### config.mk
export PLATFORM = sky130hd
export DESIGN_NAME = conv_input_pipe
export DESIGN_NICKNAME = d
export VERILOG_FILES = /design/src/conv_geom_pkg.sv /design/src/conv_stream_pkg.sv /design/src/conv_ifs.sv /design/src/conv_input_pipe.sv /design/src/conv_beat_assembler.sv /design/src/row_sequencer.sv /design/src/conv_config_decode.sv /design/src/axis_slice.sv
export SDC_FILE = /design/constraint.sdc
export NUM_CORES = 1
export LEC_CHECK = 0
export BUFFER_PORTS_ARGS = -buffer_cell sky130_fd_sc_hd__buf_2
export CELL_PAD_IN_SITES_DETAIL_PLACEMENT = 1
export CELL_PAD_IN_SITES_GLOBAL_PLACEMENT = 2
export CORE_MARGIN = 2
export CORE_UTILIZATION = 35
export DETAILED_ROUTE_END_ITERATION = 7
export GPL_TIMING_DRIVEN = 0
export PLACE_DENSITY = 0.65
export SLEW_MARGIN = 20
export SYNTH_ARGS = -nofsm -noshare
export SYNTH_HDL_FRONTEND = slang
export SYNTH_SLANG_ARGS = --single-unit
### constraint.sdc
create_clock -name aclk -period 6.16 [get_ports aclk]
set_input_delay 0.308 -clock aclk [delete_from_list [all_inputs] [get_ports aclk]]
set_output_delay 0.308 -clock aclk [all_outputs]
set_load 0.01 [all_outputs]
### src/conv_geom_pkg.sv
package conv_geom_pkg;

  localparam int word_width   = 8;
  localparam int units        = 2;
  localparam int cores        = 2;
  localparam int kernel_w_max = 3;
  localparam int kernel_h_max = 3;

  // Units plus the top and bottom edge rows.
  localparam int im_in_words = 4;

  localparam int cin_max    = 4;
  localparam int cols_max   = 8;
  localparam int blocks_max = 4;

  localparam int w_words    = cores * kernel_w_max;
  localparam int w_rows_max = cin_max * kernel_h_max;

  // Counter widths hold the full count, not only the last index.
  localparam int cin_bits    = $clog2(cin_max + 1);
  localparam int cols_bits   = $clog2(cols_max + 1);
  localparam int blocks_bits = $clog2(blocks_max + 1);
  localparam int w_addr_bits = $clog2(w_rows_max);
  localparam int krow_bits   = $clog2(kernel_h_max);

endpackage
### src/conv_stream_pkg.sv
package conv_stream_pkg;

  import conv_geom_pkg::*;

  // Tuser layout on the conv-engine stream.
  localparam int i_is_1x1          = 0;
  localparam int i_is_top_block    = 1;
  localparam int i_is_bottom_block = 2;
  localparam int i_is_col_last     = 3;
  localparam int i_is_cin_last     = 4;
  localparam int i_kernel_row      = 5; // Two bits wide.
  localparam int tuser_width       = 7;

  // Word positions in the layer header beat.
  localparam int h_kernel_h = 0;
  localparam int h_cin      = 1;
  localparam int h_cols     = 2;
  localparam int h_blocks   = 3;

  // Word i sits at bits [i*word_width +: word_width].
  typedef logic [im_in_words-1:0][word_width-1:0] pixel_beat_t;
  typedef logic [units-1:0][word_width-1:0]       pixel_row_t;
  typedef logic [w_words-1:0][word_width-1:0]     weight_row_t;

  typedef struct packed {
    pixel_row_t               pixels;
    weight_row_t              weights;
    logic [tuser_width-1:0]   tuser;
    logic                     last;
  } conv_beat_t;

endpackage

### src/conv_ifs.sv
`timescale 1ns/1ns

interface cfg_if import conv_geom_pkg::*, conv_stream_pkg::*; ();

  logic                   loaded;
  logic                   is_1x1;
  logic [cin_bits-1:0]    cin;
  logic [cols_bits-1:0]   cols;
  logic [blocks_bits-1:0] blocks;
  logic [w_addr_bits-1:0] w_addr;
  weight_row_t            w_row;  // Async read at w_addr.
  logic                   layer_done;

  modport decode (output loaded, is_1x1, cin, cols, blocks, w_row,
                  input  w_addr, layer_done);

  modport seq    (input  loaded, is_1x1, cin, cols, blocks, w_row,
                  output w_addr);

  modport result (output layer_done);

endinterface

interface row_if import conv_stream_pkg::*; ();

  logic                   valid;
  logic                   ready;
  pixel_row_t             pixels;
  weight_row_t            weights;
  logic [tuser_width-1:0] tuser;
  logic                   last;

  modport src  (output valid, pixels, weights, tuser, last,
                input  ready);

  modport sink (input  valid, pixels, weights, tuser, last,
                output ready);

endinterface

### src/conv_input_pipe.sv
`timescale 1ns/1ns

module conv_input_pipe import conv_geom_pkg::*, conv_stream_pkg::*; (
  input  logic                          aclk,
  input  logic                          rst_n,
  input  logic                          s_weights_tvalid,
  output logic                          s_weights_tready,
  input  logic [w_words*word_width-1:0] s_weights_tdata,
  input  logic                          s_weights_tlast,
  input  logic                          s_pixels_tvalid,
  output logic                          s_pixels_tready,
  input  logic [im_in_words*word_width-1:0] s_pixels_tdata,
  input  logic                          s_pixels_tlast,
  output logic                          m_conv_tvalid,
  input  logic                          m_conv_tready,
  output logic [units*word_width-1:0]   m_conv_tdata_pixels,
  output logic [w_words*word_width-1:0] m_conv_tdata_weights,
  output logic [tuser_width-1:0]        m_conv_tuser,
  output logic                          m_conv_tlast
);

  // Layers are framed by counts from the header, tlast is not looked at.
  cfg_if cfg_bus ();
  row_if row_bus ();

  pixel_beat_t pix_data;
  logic        pix_valid;
  logic        pix_ready;
  logic        pix_in_ready;
  conv_beat_t  m_data;

  assign s_pixels_tready = cfg_bus.loaded && pix_in_ready;

  axis_slice #(
    .payload_t (pixel_beat_t)
  ) u_pix_slice (
    .aclk      (aclk),
    .rst_n     (rst_n),
    .in_valid  (s_pixels_tvalid && cfg_bus.loaded),
    .in_ready  (pix_in_ready),
    .in_data   (s_pixels_tdata),
    .out_valid (pix_valid),
    .out_ready (pix_ready),
    .out_data  (pix_data)
  );

  conv_config_decode u_decode (
    .aclk    (aclk),
    .rst_n   (rst_n),
    .s_valid (s_weights_tvalid),
    .s_ready (s_weights_tready),
    .s_data  (s_weights_tdata),
    .cfg     (cfg_bus.decode)
  );

  row_sequencer u_seq (
    .aclk      (aclk),
    .rst_n     (rst_n),
    .pix_valid (pix_valid),
    .pix_ready (pix_ready),
    .pix_data  (pix_data),
    .cfg       (cfg_bus.seq),
    .row       (row_bus.src)
  );

  conv_beat_assembler u_asm (
    .aclk    (aclk),
    .rst_n   (rst_n),
    .row     (row_bus.sink),
    .cfg     (cfg_bus.result),
    .m_valid (m_conv_tvalid),
    .m_ready (m_conv_tready),
    .m_data  (m_data)
  );

  assign m_conv_tdata_pixels  = m_data.pixels;
  assign m_conv_tdata_weights = m_data.weights;
  assign m_conv_tuser         = m_data.tuser;
  assign m_conv_tlast         = m_data.last;

endmodule

### src/conv_beat_assembler.sv
`timescale 1ns/1ns

module conv_beat_assembler import conv_stream_pkg::*; (
  input  logic       aclk,
  input  logic       rst_n,
  row_if.sink        row,
  cfg_if.result      cfg,
  output logic       m_valid,
  input  logic       m_ready,
  output conv_beat_t m_data
);

  conv_beat_t beat;
  logic       m_take;

  always_comb begin
    beat.pixels  = row.pixels;
    beat.weights = row.weights;
    beat.tuser   = row.tuser;
    beat.last    = row.last;
  end

  axis_slice #(
    .payload_t (conv_beat_t)
  ) u_out_slice (
    .aclk      (aclk),
    .rst_n     (rst_n),
    .in_valid  (row.valid),
    .in_ready  (row.ready),
    .in_data   (beat),
    .out_valid (m_valid),
    .out_ready (m_ready),
    .out_data  (m_data)
  );

  assign m_take = m_valid && m_ready;

  // Final beat of the layer leaves the pipe.
  assign cfg.layer_done = m_take && m_data.last;

endmodule

### src/row_sequencer.sv
`timescale 1ns/1ns

module row_sequencer import conv_geom_pkg::*, conv_stream_pkg::*; (
  input  logic        aclk,
  input  logic        rst_n,
  input  logic        pix_valid,
  output logic        pix_ready,
  input  pixel_beat_t pix_data,
  cfg_if.seq          cfg,
  row_if.src          row
);

  pixel_beat_t            beat;
  logic                   full;
  logic                   done;
  logic [krow_bits-1:0]   krow;
  logic [krow_bits-1:0]   krow_last;
  logic [krow_bits-1:0]   base;
  logic [cin_bits-1:0]    nxt_ci;
  logic [cols_bits-1:0]   nxt_col;
  logic [blocks_bits-1:0] nxt_blk;
  logic                   cin_end, col_end, blk_end, layer_end;
  logic [cin_bits-1:0]    cur_ci;
  logic                   cur_top, cur_bottom, cur_col_last, cur_cin_last, cur_final;
  logic                   load, row_take, row_end;

  assign krow_last = cfg.is_1x1 ? '0 : krow_bits'(kernel_h_max - 1);
  assign base      = cfg.is_1x1 ? krow_bits'(1) : krow;

  assign cin_end   = (nxt_ci == cfg.cin - 1'b1);
  assign col_end   = (nxt_col == cfg.cols - 1'b1);
  assign blk_end   = (nxt_blk == cfg.blocks - 1'b1);
  assign layer_end = cin_end && col_end && blk_end;

  assign row_take  = row.valid && row.ready;
  assign row_end   = row_take && (krow == krow_last);
  // Stops after the layer's final beat until the next layer is loaded.
  assign pix_ready = cfg.loaded && !done && (!full || row_end);
  assign load      = pix_valid && pix_ready;

  always_ff @(posedge aclk) begin
    if (!rst_n) begin
      full    <= 1'b0;
      done    <= 1'b0;
      krow    <= '0;
      nxt_ci  <= '0;
      nxt_col <= '0;
      nxt_blk <= '0;
    end else begin
      if (load) full <= 1'b1;
      else if (row_end) full <= 1'b0;
      if (load || row_end) krow <= '0;
      else if (row_take) krow <= krow + 1'b1;
      if (!cfg.loaded) done <= 1'b0;
      else if (load && layer_end) done <= 1'b1;
      if (load) begin
        nxt_ci <= cin_end ? '0 : nxt_ci + 1'b1;
        if (cin_end) nxt_col <= col_end ? '0 : nxt_col + 1'b1;
        if (cin_end && col_end) nxt_blk <= blk_end ? '0 : nxt_blk + 1'b1;
      end
    end
  end

  // Position of the held beat.
  always_ff @(posedge aclk) begin
    if (load) begin
      beat         <= pix_data;
      cur_ci       <= nxt_ci;
      cur_top      <= (nxt_blk == '0);
      cur_bottom   <= blk_end;
      cur_col_last <= col_end;
      cur_cin_last <= cin_end;
      cur_final    <= layer_end;
    end
  end

  assign cfg.w_addr = cfg.is_1x1 ? w_addr_bits'(cur_ci)
                    : w_addr_bits'(cur_ci) * w_addr_bits'(kernel_h_max) + w_addr_bits'(krow);

  assign row.valid   = full;
  assign row.weights = cfg.w_row;
  assign row.last    = cur_final && (krow == krow_last);

  always_comb begin
    for (int u = 0; u < units; u++) begin
      row.pixels[u] = beat[base + u]; // Rows k and k+1.
    end
  end

  always_comb begin
    row.tuser                               = '0;
    row.tuser[i_is_1x1]                     = cfg.is_1x1;
    row.tuser[i_is_top_block]               = cur_top;
    row.tuser[i_is_bottom_block]            = cur_bottom;
    row.tuser[i_is_col_last]                = cur_col_last;
    row.tuser[i_is_cin_last]                = cur_cin_last;
    row.tuser[i_kernel_row +: krow_bits]    = cfg.is_1x1 ? '0 : krow;
  end

endmodule

### src/conv_config_decode.sv
`timescale 1ns/1ns

module conv_config_decode import conv_geom_pkg::*, conv_stream_pkg::*; (
  input  logic                          aclk,
  input  logic                          rst_n,
  input  logic                          s_valid,
  output logic                          s_ready,
  input  logic [w_words*word_width-1:0] s_data,
  cfg_if.decode                         cfg
);

  weight_row_t            w_mem [w_rows_max];
  weight_row_t            beat;
  logic                   take;
  logic                   have_header;
  logic                   loaded;
  logic [w_addr_bits-1:0] w_cnt;
  logic [w_addr_bits-1:0] w_last;
  logic                   is_1x1;
  logic [cin_bits-1:0]    cin;
  logic [cols_bits-1:0]   cols;
  logic [blocks_bits-1:0] blocks;

  assign beat    = s_data;
  assign s_ready = !loaded;
  assign take    = s_valid && s_ready;

  always_ff @(posedge aclk) begin
    if (!rst_n) begin
      have_header <= 1'b0;
      loaded      <= 1'b0;
      w_cnt       <= '0;
    end else if (cfg.layer_done) begin
      loaded <= 1'b0; // Next beat is a header again.
    end else if (take) begin
      if (!have_header) begin
        have_header <= 1'b1;
        w_cnt       <= '0;
      end else begin
        w_cnt <= w_cnt + 1'b1;
        if (w_cnt == w_last) begin
          loaded      <= 1'b1;
          have_header <= 1'b0;
        end
      end
    end
  end

  // Header fields.
  always_ff @(posedge aclk) begin
    if (take && !have_header) begin
      is_1x1 <= (beat[h_kernel_h] == 8'd1);
      cin    <= cin_bits'(beat[h_cin]);
      cols   <= cols_bits'(beat[h_cols]);
      blocks <= blocks_bits'(beat[h_blocks]);
      w_last <= w_addr_bits'(beat[h_cin] * beat[h_kernel_h] - 1);
    end
  end

  always_ff @(posedge aclk) begin
    if (take && have_header) begin
      w_mem[w_cnt] <= beat;
    end
  end

  assign cfg.loaded = loaded;
  assign cfg.is_1x1 = is_1x1;
  assign cfg.cin    = cin;
  assign cfg.cols   = cols;
  assign cfg.blocks = blocks;
  assign cfg.w_row  = w_mem[cfg.w_addr];

endmodule

### src/axis_slice.sv
`timescale 1ns/1ns

module axis_slice #(
  parameter type payload_t = logic
) (
  input  logic     aclk,
  input  logic     rst_n,
  input  logic     in_valid,
  output logic     in_ready,
  input  payload_t in_data,
  output logic     out_valid,
  input  logic     out_ready,
  output payload_t out_data
);

  logic take;

  // Room when empty or the held item leaves this cycle.
  assign in_ready = !out_valid || out_ready;
  assign take     = in_valid && in_ready;

  always_ff @(posedge aclk) begin
    if (!rst_n) begin
      out_valid <= 1'b0;
    end else if (in_ready) begin
      out_valid <= in_valid;
    end
  end

  always_ff @(posedge aclk) begin
    if (take) begin
      out_data <= in_data;
    end
  end

endmodule

---- Word-level counts from Yosys, hierarchy flattened ----
Memory sizes are Yosys's and may differ from the RTL's. A register that Yosys moved wholly into a read port is not among the register bits.
Cells that the tools add are included.
operators by class
  add/subtract/negate cells ............... 11
  $mul .................................... 2
  order comparisons ....................... 2
  equal/unequal tests ..................... 6
  mux-type cells .......................... 17
  bitwise gates (word level) .............. 2
  reduce and logical (&&, ||, !) cells .... 36
operator list
  kind                   number
  $bmux W8 S2            2
  $lt A32 B3 Y1 const B  1
  $logic_and A1 B1 Y1    17
  $mux W8                2
  $mux W4                3
  $add A4 B1 Y4 const B  2
  $eq A4 B4 Y1           2
  $eq A8 B1 Y1 const B   1
  $mul A8 B8 Y4          1
  $reduce_and A2 Y1      4
  $sub A4 B1 Y4 const B  2
  $add A3 B1 Y3 const B  2
  $eq A3 B3 Y1           2
  $logic_not A1 Y1       6
  $mux W1                6
  $mux W3                2
  $sub A3 B1 Y3 const B  2
  $add A4 B2 Y4          1
  $logic_or A1 B1 Y1     4
  $mul A3 B2 Y4 const B  1
  $mux W2                2
  $reduce_or A2 Y1       2
  $add A2 B1 Y3 const B  1
  $logic_not A3 Y1       1
  other kinds (6)        7
storage, ports and cells
  register bits ........................... 133
  bits in writable memories ............... 576
  bits of input ports ..................... 87
  output and inout port bits .............. 75
  logic and storage cells ................. 112
  memories ................................ 1
memory list
  name            words  bits a word  rd ports  clocked after Yosys merged registers in  write ports  RTL line                  RTL
  u_decode.w_mem  12     48           1         1                                        1            conv_config_decode.sv:12  weight_row_t w_mem [w_rows_max];

---- Depth between registers and ports, before layout ----
  word-level depth ........................ 9
  mapped depth ............................ 14
  mapped depth without buffers ............ 11

---- Hierarchy ----
A second synthesis with hierarchy kept.
unflattened totals
  cell total of the unflattened synthesis .. 1,540
  area total of the unflattened synthesis .. 29,513.3 sq um
by module, submodules not included
  module                           instances  cells each  area each (sq um)  sequential area each (sq um)
  conv_config_decode               1          1,181       23,144.7           17,867.1
  row_sequencer                    1          242         3,111.7            1,481.4
  axis_slice at u_asm.u_out_slice  1          77          2,219.6            2,182.1
  axis_slice at u_pix_slice        1          37          1,018.5            980.9
  conv_input_pipe                  1          2           12.5               0.0
  conv_beat_assembler              1          1           6.3                0.0

---- Worst setup path after synthesis ----
OpenSTA, ideal clock, no wires.
  kind .................................... reg-to-reg
  start ................................... register u_asm.u_out_slice.out_valid
  end ..................................... register u_seq.krow[0]
  library setup time ...................... 0.121 ns
  data arrival time ....................... 4.044 ns
  data required time ...................... 6.039 ns
  slack ................................... 1.996 ns
  stages on the path, launching flop included .. 5
  buffers on the path ..................... 0
  period minus slack after synthesis ...... 4.164 ns
  cell sequence ........................... dfxtp_1 > nor2b_1 > nor2_1 > mux2i_1 > nor2_1
between the ends
  word-level cells in the longest chain between the ends .. 9
ends and longest elaborated chain
  item                              RTL line             RTL
  start: declaration                axis_slice.sv:11     output logic out_valid,
  start signal: assignment          axis_slice.sv:26     out_valid <= in_valid;
  $logic_not A1 Y1 *                axis_slice.sv:19     assign in_ready = !out_valid || out_ready;
  $logic_or A1 B1 Y1 *              axis_slice.sv:19
  $logic_and A1 B1 Y1 *             --
  named net u_asm.u_out_slice.take  axis_slice.sv:16     logic take;
  $logic_and A1 B1 Y1               row_sequencer.sv:36  assign row_end = row_take && (krow == krow_last);
  $logic_or A1 B1 Y1                row_sequencer.sv:38  assign pix_ready = cfg.loaded && !done && (!full || row_end);
  $logic_and A1 B1 Y1               row_sequencer.sv:38
  $logic_and A1 B1 Y1               row_sequencer.sv:39  assign load = pix_valid && pix_ready;
  $logic_or A1 B1 Y1                row_sequencer.sv:52  if (load || row_end) krow <= '0;
  $reduce_or A2 Y1 (no line)        --
  end signal: assignment            row_sequencer.sv:53  else if (row_take) krow <= krow + 1'b1;
  end: declaration                  row_sequencer.sv:16  logic [krow_bits-1:0] krow;
Mark *: on every way through the listed nets, which the timed path passes. The rest lies on a longest branch.
A chain may end at the register's enable or synchronous reset.

---- Worst setup path after layout ----
  start ................................... register u_seq.cur_ci[1]
  end ..................................... register u_asm.u_out_slice.out_data[20] (netlist name)
between the ends
  word-level cells in the longest chain between the ends .. 3
ends and longest elaborated chain
  item                      RTL line             RTL
  start: declaration        row_sequencer.sv:23  logic [cin_bits-1:0] cur_ci;
  start signal: assignment  row_sequencer.sv:68  cur_ci <= nxt_ci;
  $mul A3 B2 Y4             row_sequencer.sv:78  : w_addr_bits'(cur_ci) * w_addr_bits'(kernel_h_max) + w_addr_bits'(krow);
  $add A4 B2 Y4             row_sequencer.sv:78
  $mux W4 *                 row_sequencer.sv:77  assign cfg.w_addr = cfg.is_1x1 ? w_addr_bits'(cur_ci)
Every way passes the cells marked *; elsewhere a longest branch is shown, timed or not.

==> results.cfg <==
[pwr]
combPwrFrac = 0.038
ir_drop_mv = 0.203
p_int_mw = 8.74
power.leakage_nw = 11.7
p_clk_frac = 0.447
p_sw_frac = 0.208
sequentialPowerShare = 0.515
power_density_nw_per_um2 = 313
power_switching_mw = 2.30

[sta]
whs_ns = 0.0375
hold_viol = 0
slew-limit-headroom = 0.325
finalSetupViolations = 0
skew_ns = 0.0210
fmax_mhz = 228
tightestPinTransition_ns = 1.01
min_period_ns = 4.39
setup_ws_ns = 1.77
min_period_over_period = 0.713
finalMaxSlewViolations = 0
finalSetupTns_ns = 0
grt_setup_unrepaired = false

[clocking]
cts_tree = yes
cts_sinks = 757
cts_made_buffers = 83
clockBufferDepth = 3
cts-root-buf = clkbuf_16
insertion_delay_ns = 0.63
h-tree-depth = 3
path_clk_slew_ns = 0.06

[grt]
grt-ovfl-total = 0
antenna_found_initial = 6
grt_start_max_net_pins = 36
grt_pass1_vias = 17051
grt_pass1_wl_mm = 111
track_usage = 0.176

[routing]
num_vias = 15668
dr.first_iter.drc_count = 1010
wl_met1_mm = 33.3
drcViolationCount = 0
routed.top_layer = met5
antenna_left = 0
wire_per_inst_um = 24.5
routed_wl_mm = 75.6
detail_route.vias_per_cell = 5.08
first_pass_iters = 5
wl_met3_mm = 3.51
wl_met2_mm = 37.0

[floorplanning]
dieArea_um2 = 86200
fp.dieH_um = 294
die_w_um = 294
rows = 106
start_util = 0.352
core_area_um2 = 83300
boundaryPins = 162

[final_layout]
nets = 2044
layout_commonest_cell = edfxtp_1
post-route-util = 0.423
fin_area_um2 = 35300
final_layout_size_suffix_gt1_frac = 0.235
area_delta_synth_final_pct = 20.2
final.fill_count = 8103
final_cell_mix = edfxtp_1 (735), nand2_1 (273), buf_2 (186)

[setup_path]
crit_arrival_ns = 4.73
critPathMaxFanout = 10
crit_required_ns = 6.50
cp-end-kind = register
critical_path_class = register to register
start_kind = register

[logic_synthesis]
synthCells = 1612
yosys_warnings = 0
synth-seq-cells = 757
async_flop_share = 0
netlist_area_um2 = 29300
synth_ff_type = edfxtp_1
synth_edf_count = 735
synth_top_area_frac = 0.752
synthTopCellsByArea = edfxtp_1 (75%), mux4_2 (4.9%), nand2_1 (3.5%)
synth.distinct_cells = 49
avgSynthCellArea_um2 = 18.2
synth_largest_area_cell = edfxtp_1
syn-num-nets = 1721
synth-seq-area-share = 0.767

[place]
io_buffer_count = 159
hpwl_mm = 46.9
routabilityCongestion = 0.758
place_ws_ns = 1.72
dpl_cell_area_um2 = 32000

[hold_path]
min_path_type = input port to register

[status]
status = finished, final reports clean

[run]
drv_cap = 0
==> stage by stage <==
step,total power [mW],cells
after floorplan,6.01,1612
after global placement,6.17,2851
after detailed placement,6.19,2869
after CTS,11.2,3080
after global routing,11.4,3080
final,11.0,3083
==> logic make-up (layout without fill, tap and decap cells) <==
group / Yosys count / after routing / share of synthesized area
AND/OR/NAND/NOR: 354 / 354 / 0.0512
adder cells (fa/ha/maj): 22 / 22 / 0.0104
AO/OA/AOI/OAI: 182 / 182 / 0.0609
buffers and inverters: 110 / 498 / 0.0197
flip-flops: 757 / 757 / 0.767
multiplexers: 163 / 163 / 0.0829
other: 0 / 3 / 0
XOR/XNOR: 24 / 24 / 0.00763
==> power by group through the flow <==
stage / clock (mW) / sequential [mW] / combinational [mW]
global placement: 0 / 5.79 / 0.380
finish: 4.93 / 5.68 / 0.424
detailed placement: 0 / 5.79 / 0.400
global route: 5.24 / 5.68 / 0.464
CTS: 5.07 / 5.68 / 0.434
floorplan: 0 / 5.79 / 0.217
==> path summary, 6_finish.rpt <==
path	end	cells after the start	slack, ns	startpoint
min	u_decode.w_mem[7][38]	1	0.04	s_weights_tdata[38]
max	u_asm.u_out_slice.out_data[20]	13	1.77	u_seq.cur_ci[1]
min reg2reg	u_seq.beat[6]	0	0.42	u_pix_slice.out_data[6]
max reg2reg	u_asm.u_out_slice.out_data[20]	13	1.77	u_seq.cur_ci[1]
==> layout make-up <==
class,count,area [um2],area share
Multi-Input combinational cell,745,6290,0.178
Inverter,28,105,0.00298
Clock inverter,47,527,0.0149
Tap cell,1080,1350,0.0383
Timing Repair Buffer,238,1830,0.0519
Antenna cell,3,7.51,0.000213
Sequential cell,757,22500,0.638
Clock buffer,103,2170,0.0616
Buffer,82,473,0.0134
==> sequential cells by signal, indices dropped and copies added (netlist names), 3 cells and up <==
name and count:
u_decode.cfg.cols 4, u_seq.nxt_ci 3, u_seq.beat 32, u_seq.cur_ci 3, u_pix_slice.out_data 32, u_asm.u_out_slice.out_data 72, u_decode.cfg.cin 3, u_seq.nxt_col 4
u_decode.w_cnt 4, u_decode.w_last 4, u_seq.nxt_blk 3, u_decode.w_mem 576, u_decode.cfg.blocks 3
==> layer usage <==
metal | global-route usage | vias to the layer above
met5 | 0 | -
met4 | 0.0467 | 4
met3 | 0.0292 | 114
met2 | 0.296 | 380
met1 | 0.236 | 8149
li1 | - | 7021
==> cell usage after synthesis, types with 4 or more instances <==
| library cell | n |
|---|---|
| edfxtp_1 | 735 |
| nand2_1 | 273 |
| mux2i_1 | 99 |
| a32o_1 | 97 |
| mux4_2 | 64 |
| o31ai_2 | 42 |
| clkbuf_1 | 30 |
| inv_1 | 28 |
| buf_2 | 27 |
| dfxtp_1 | 22 |
| and2_1 | 19 |
| ha_1 | 18 |
| nand3_1 | 14 |
| xor2_1 | 13 |
| buf_6 | 12 |
| nor2_1 | 10 |
| nor2b_1 | 10 |
| xnor2_1 | 10 |
| o21ai_0 | 9 |
| buf_4 | 8 |
| o31ai_1 | 8 |
| a21boi_0 | 6 |
| a21oi_1 | 6 |
| nor3_1 | 6 |
| nand2b_1 | 5 |
| buf_1 | 4 |
| fa_1 | 4 |
| nor3b_1 | 4 |
==> repair_timing <==
item | 4_1_cts | 5_1_grt
endpoints found under the hold margin | 304 | 0
hold buffers | 61 | 0
resized for setup | 0 | 0
buffers inserted | 0 | 0
==> critical path, stage by stage, from the launching register on <==
cell and delay (ns):
edfxtp_1 0.49, inv_1 0.20, fa_1 0.44, inv_1 0.07, ha_1 0.14, inv_1 0.06
fa_1 0.54, nand2b_1 0.07, nand2_1 0.31, buf_4 0.29, clkbuf_1 0.57, nand2_1 0.11
a32o_1 0.28, o31ai_1 0.54
No activity file was read; power rests on OpenSTA's default activity.
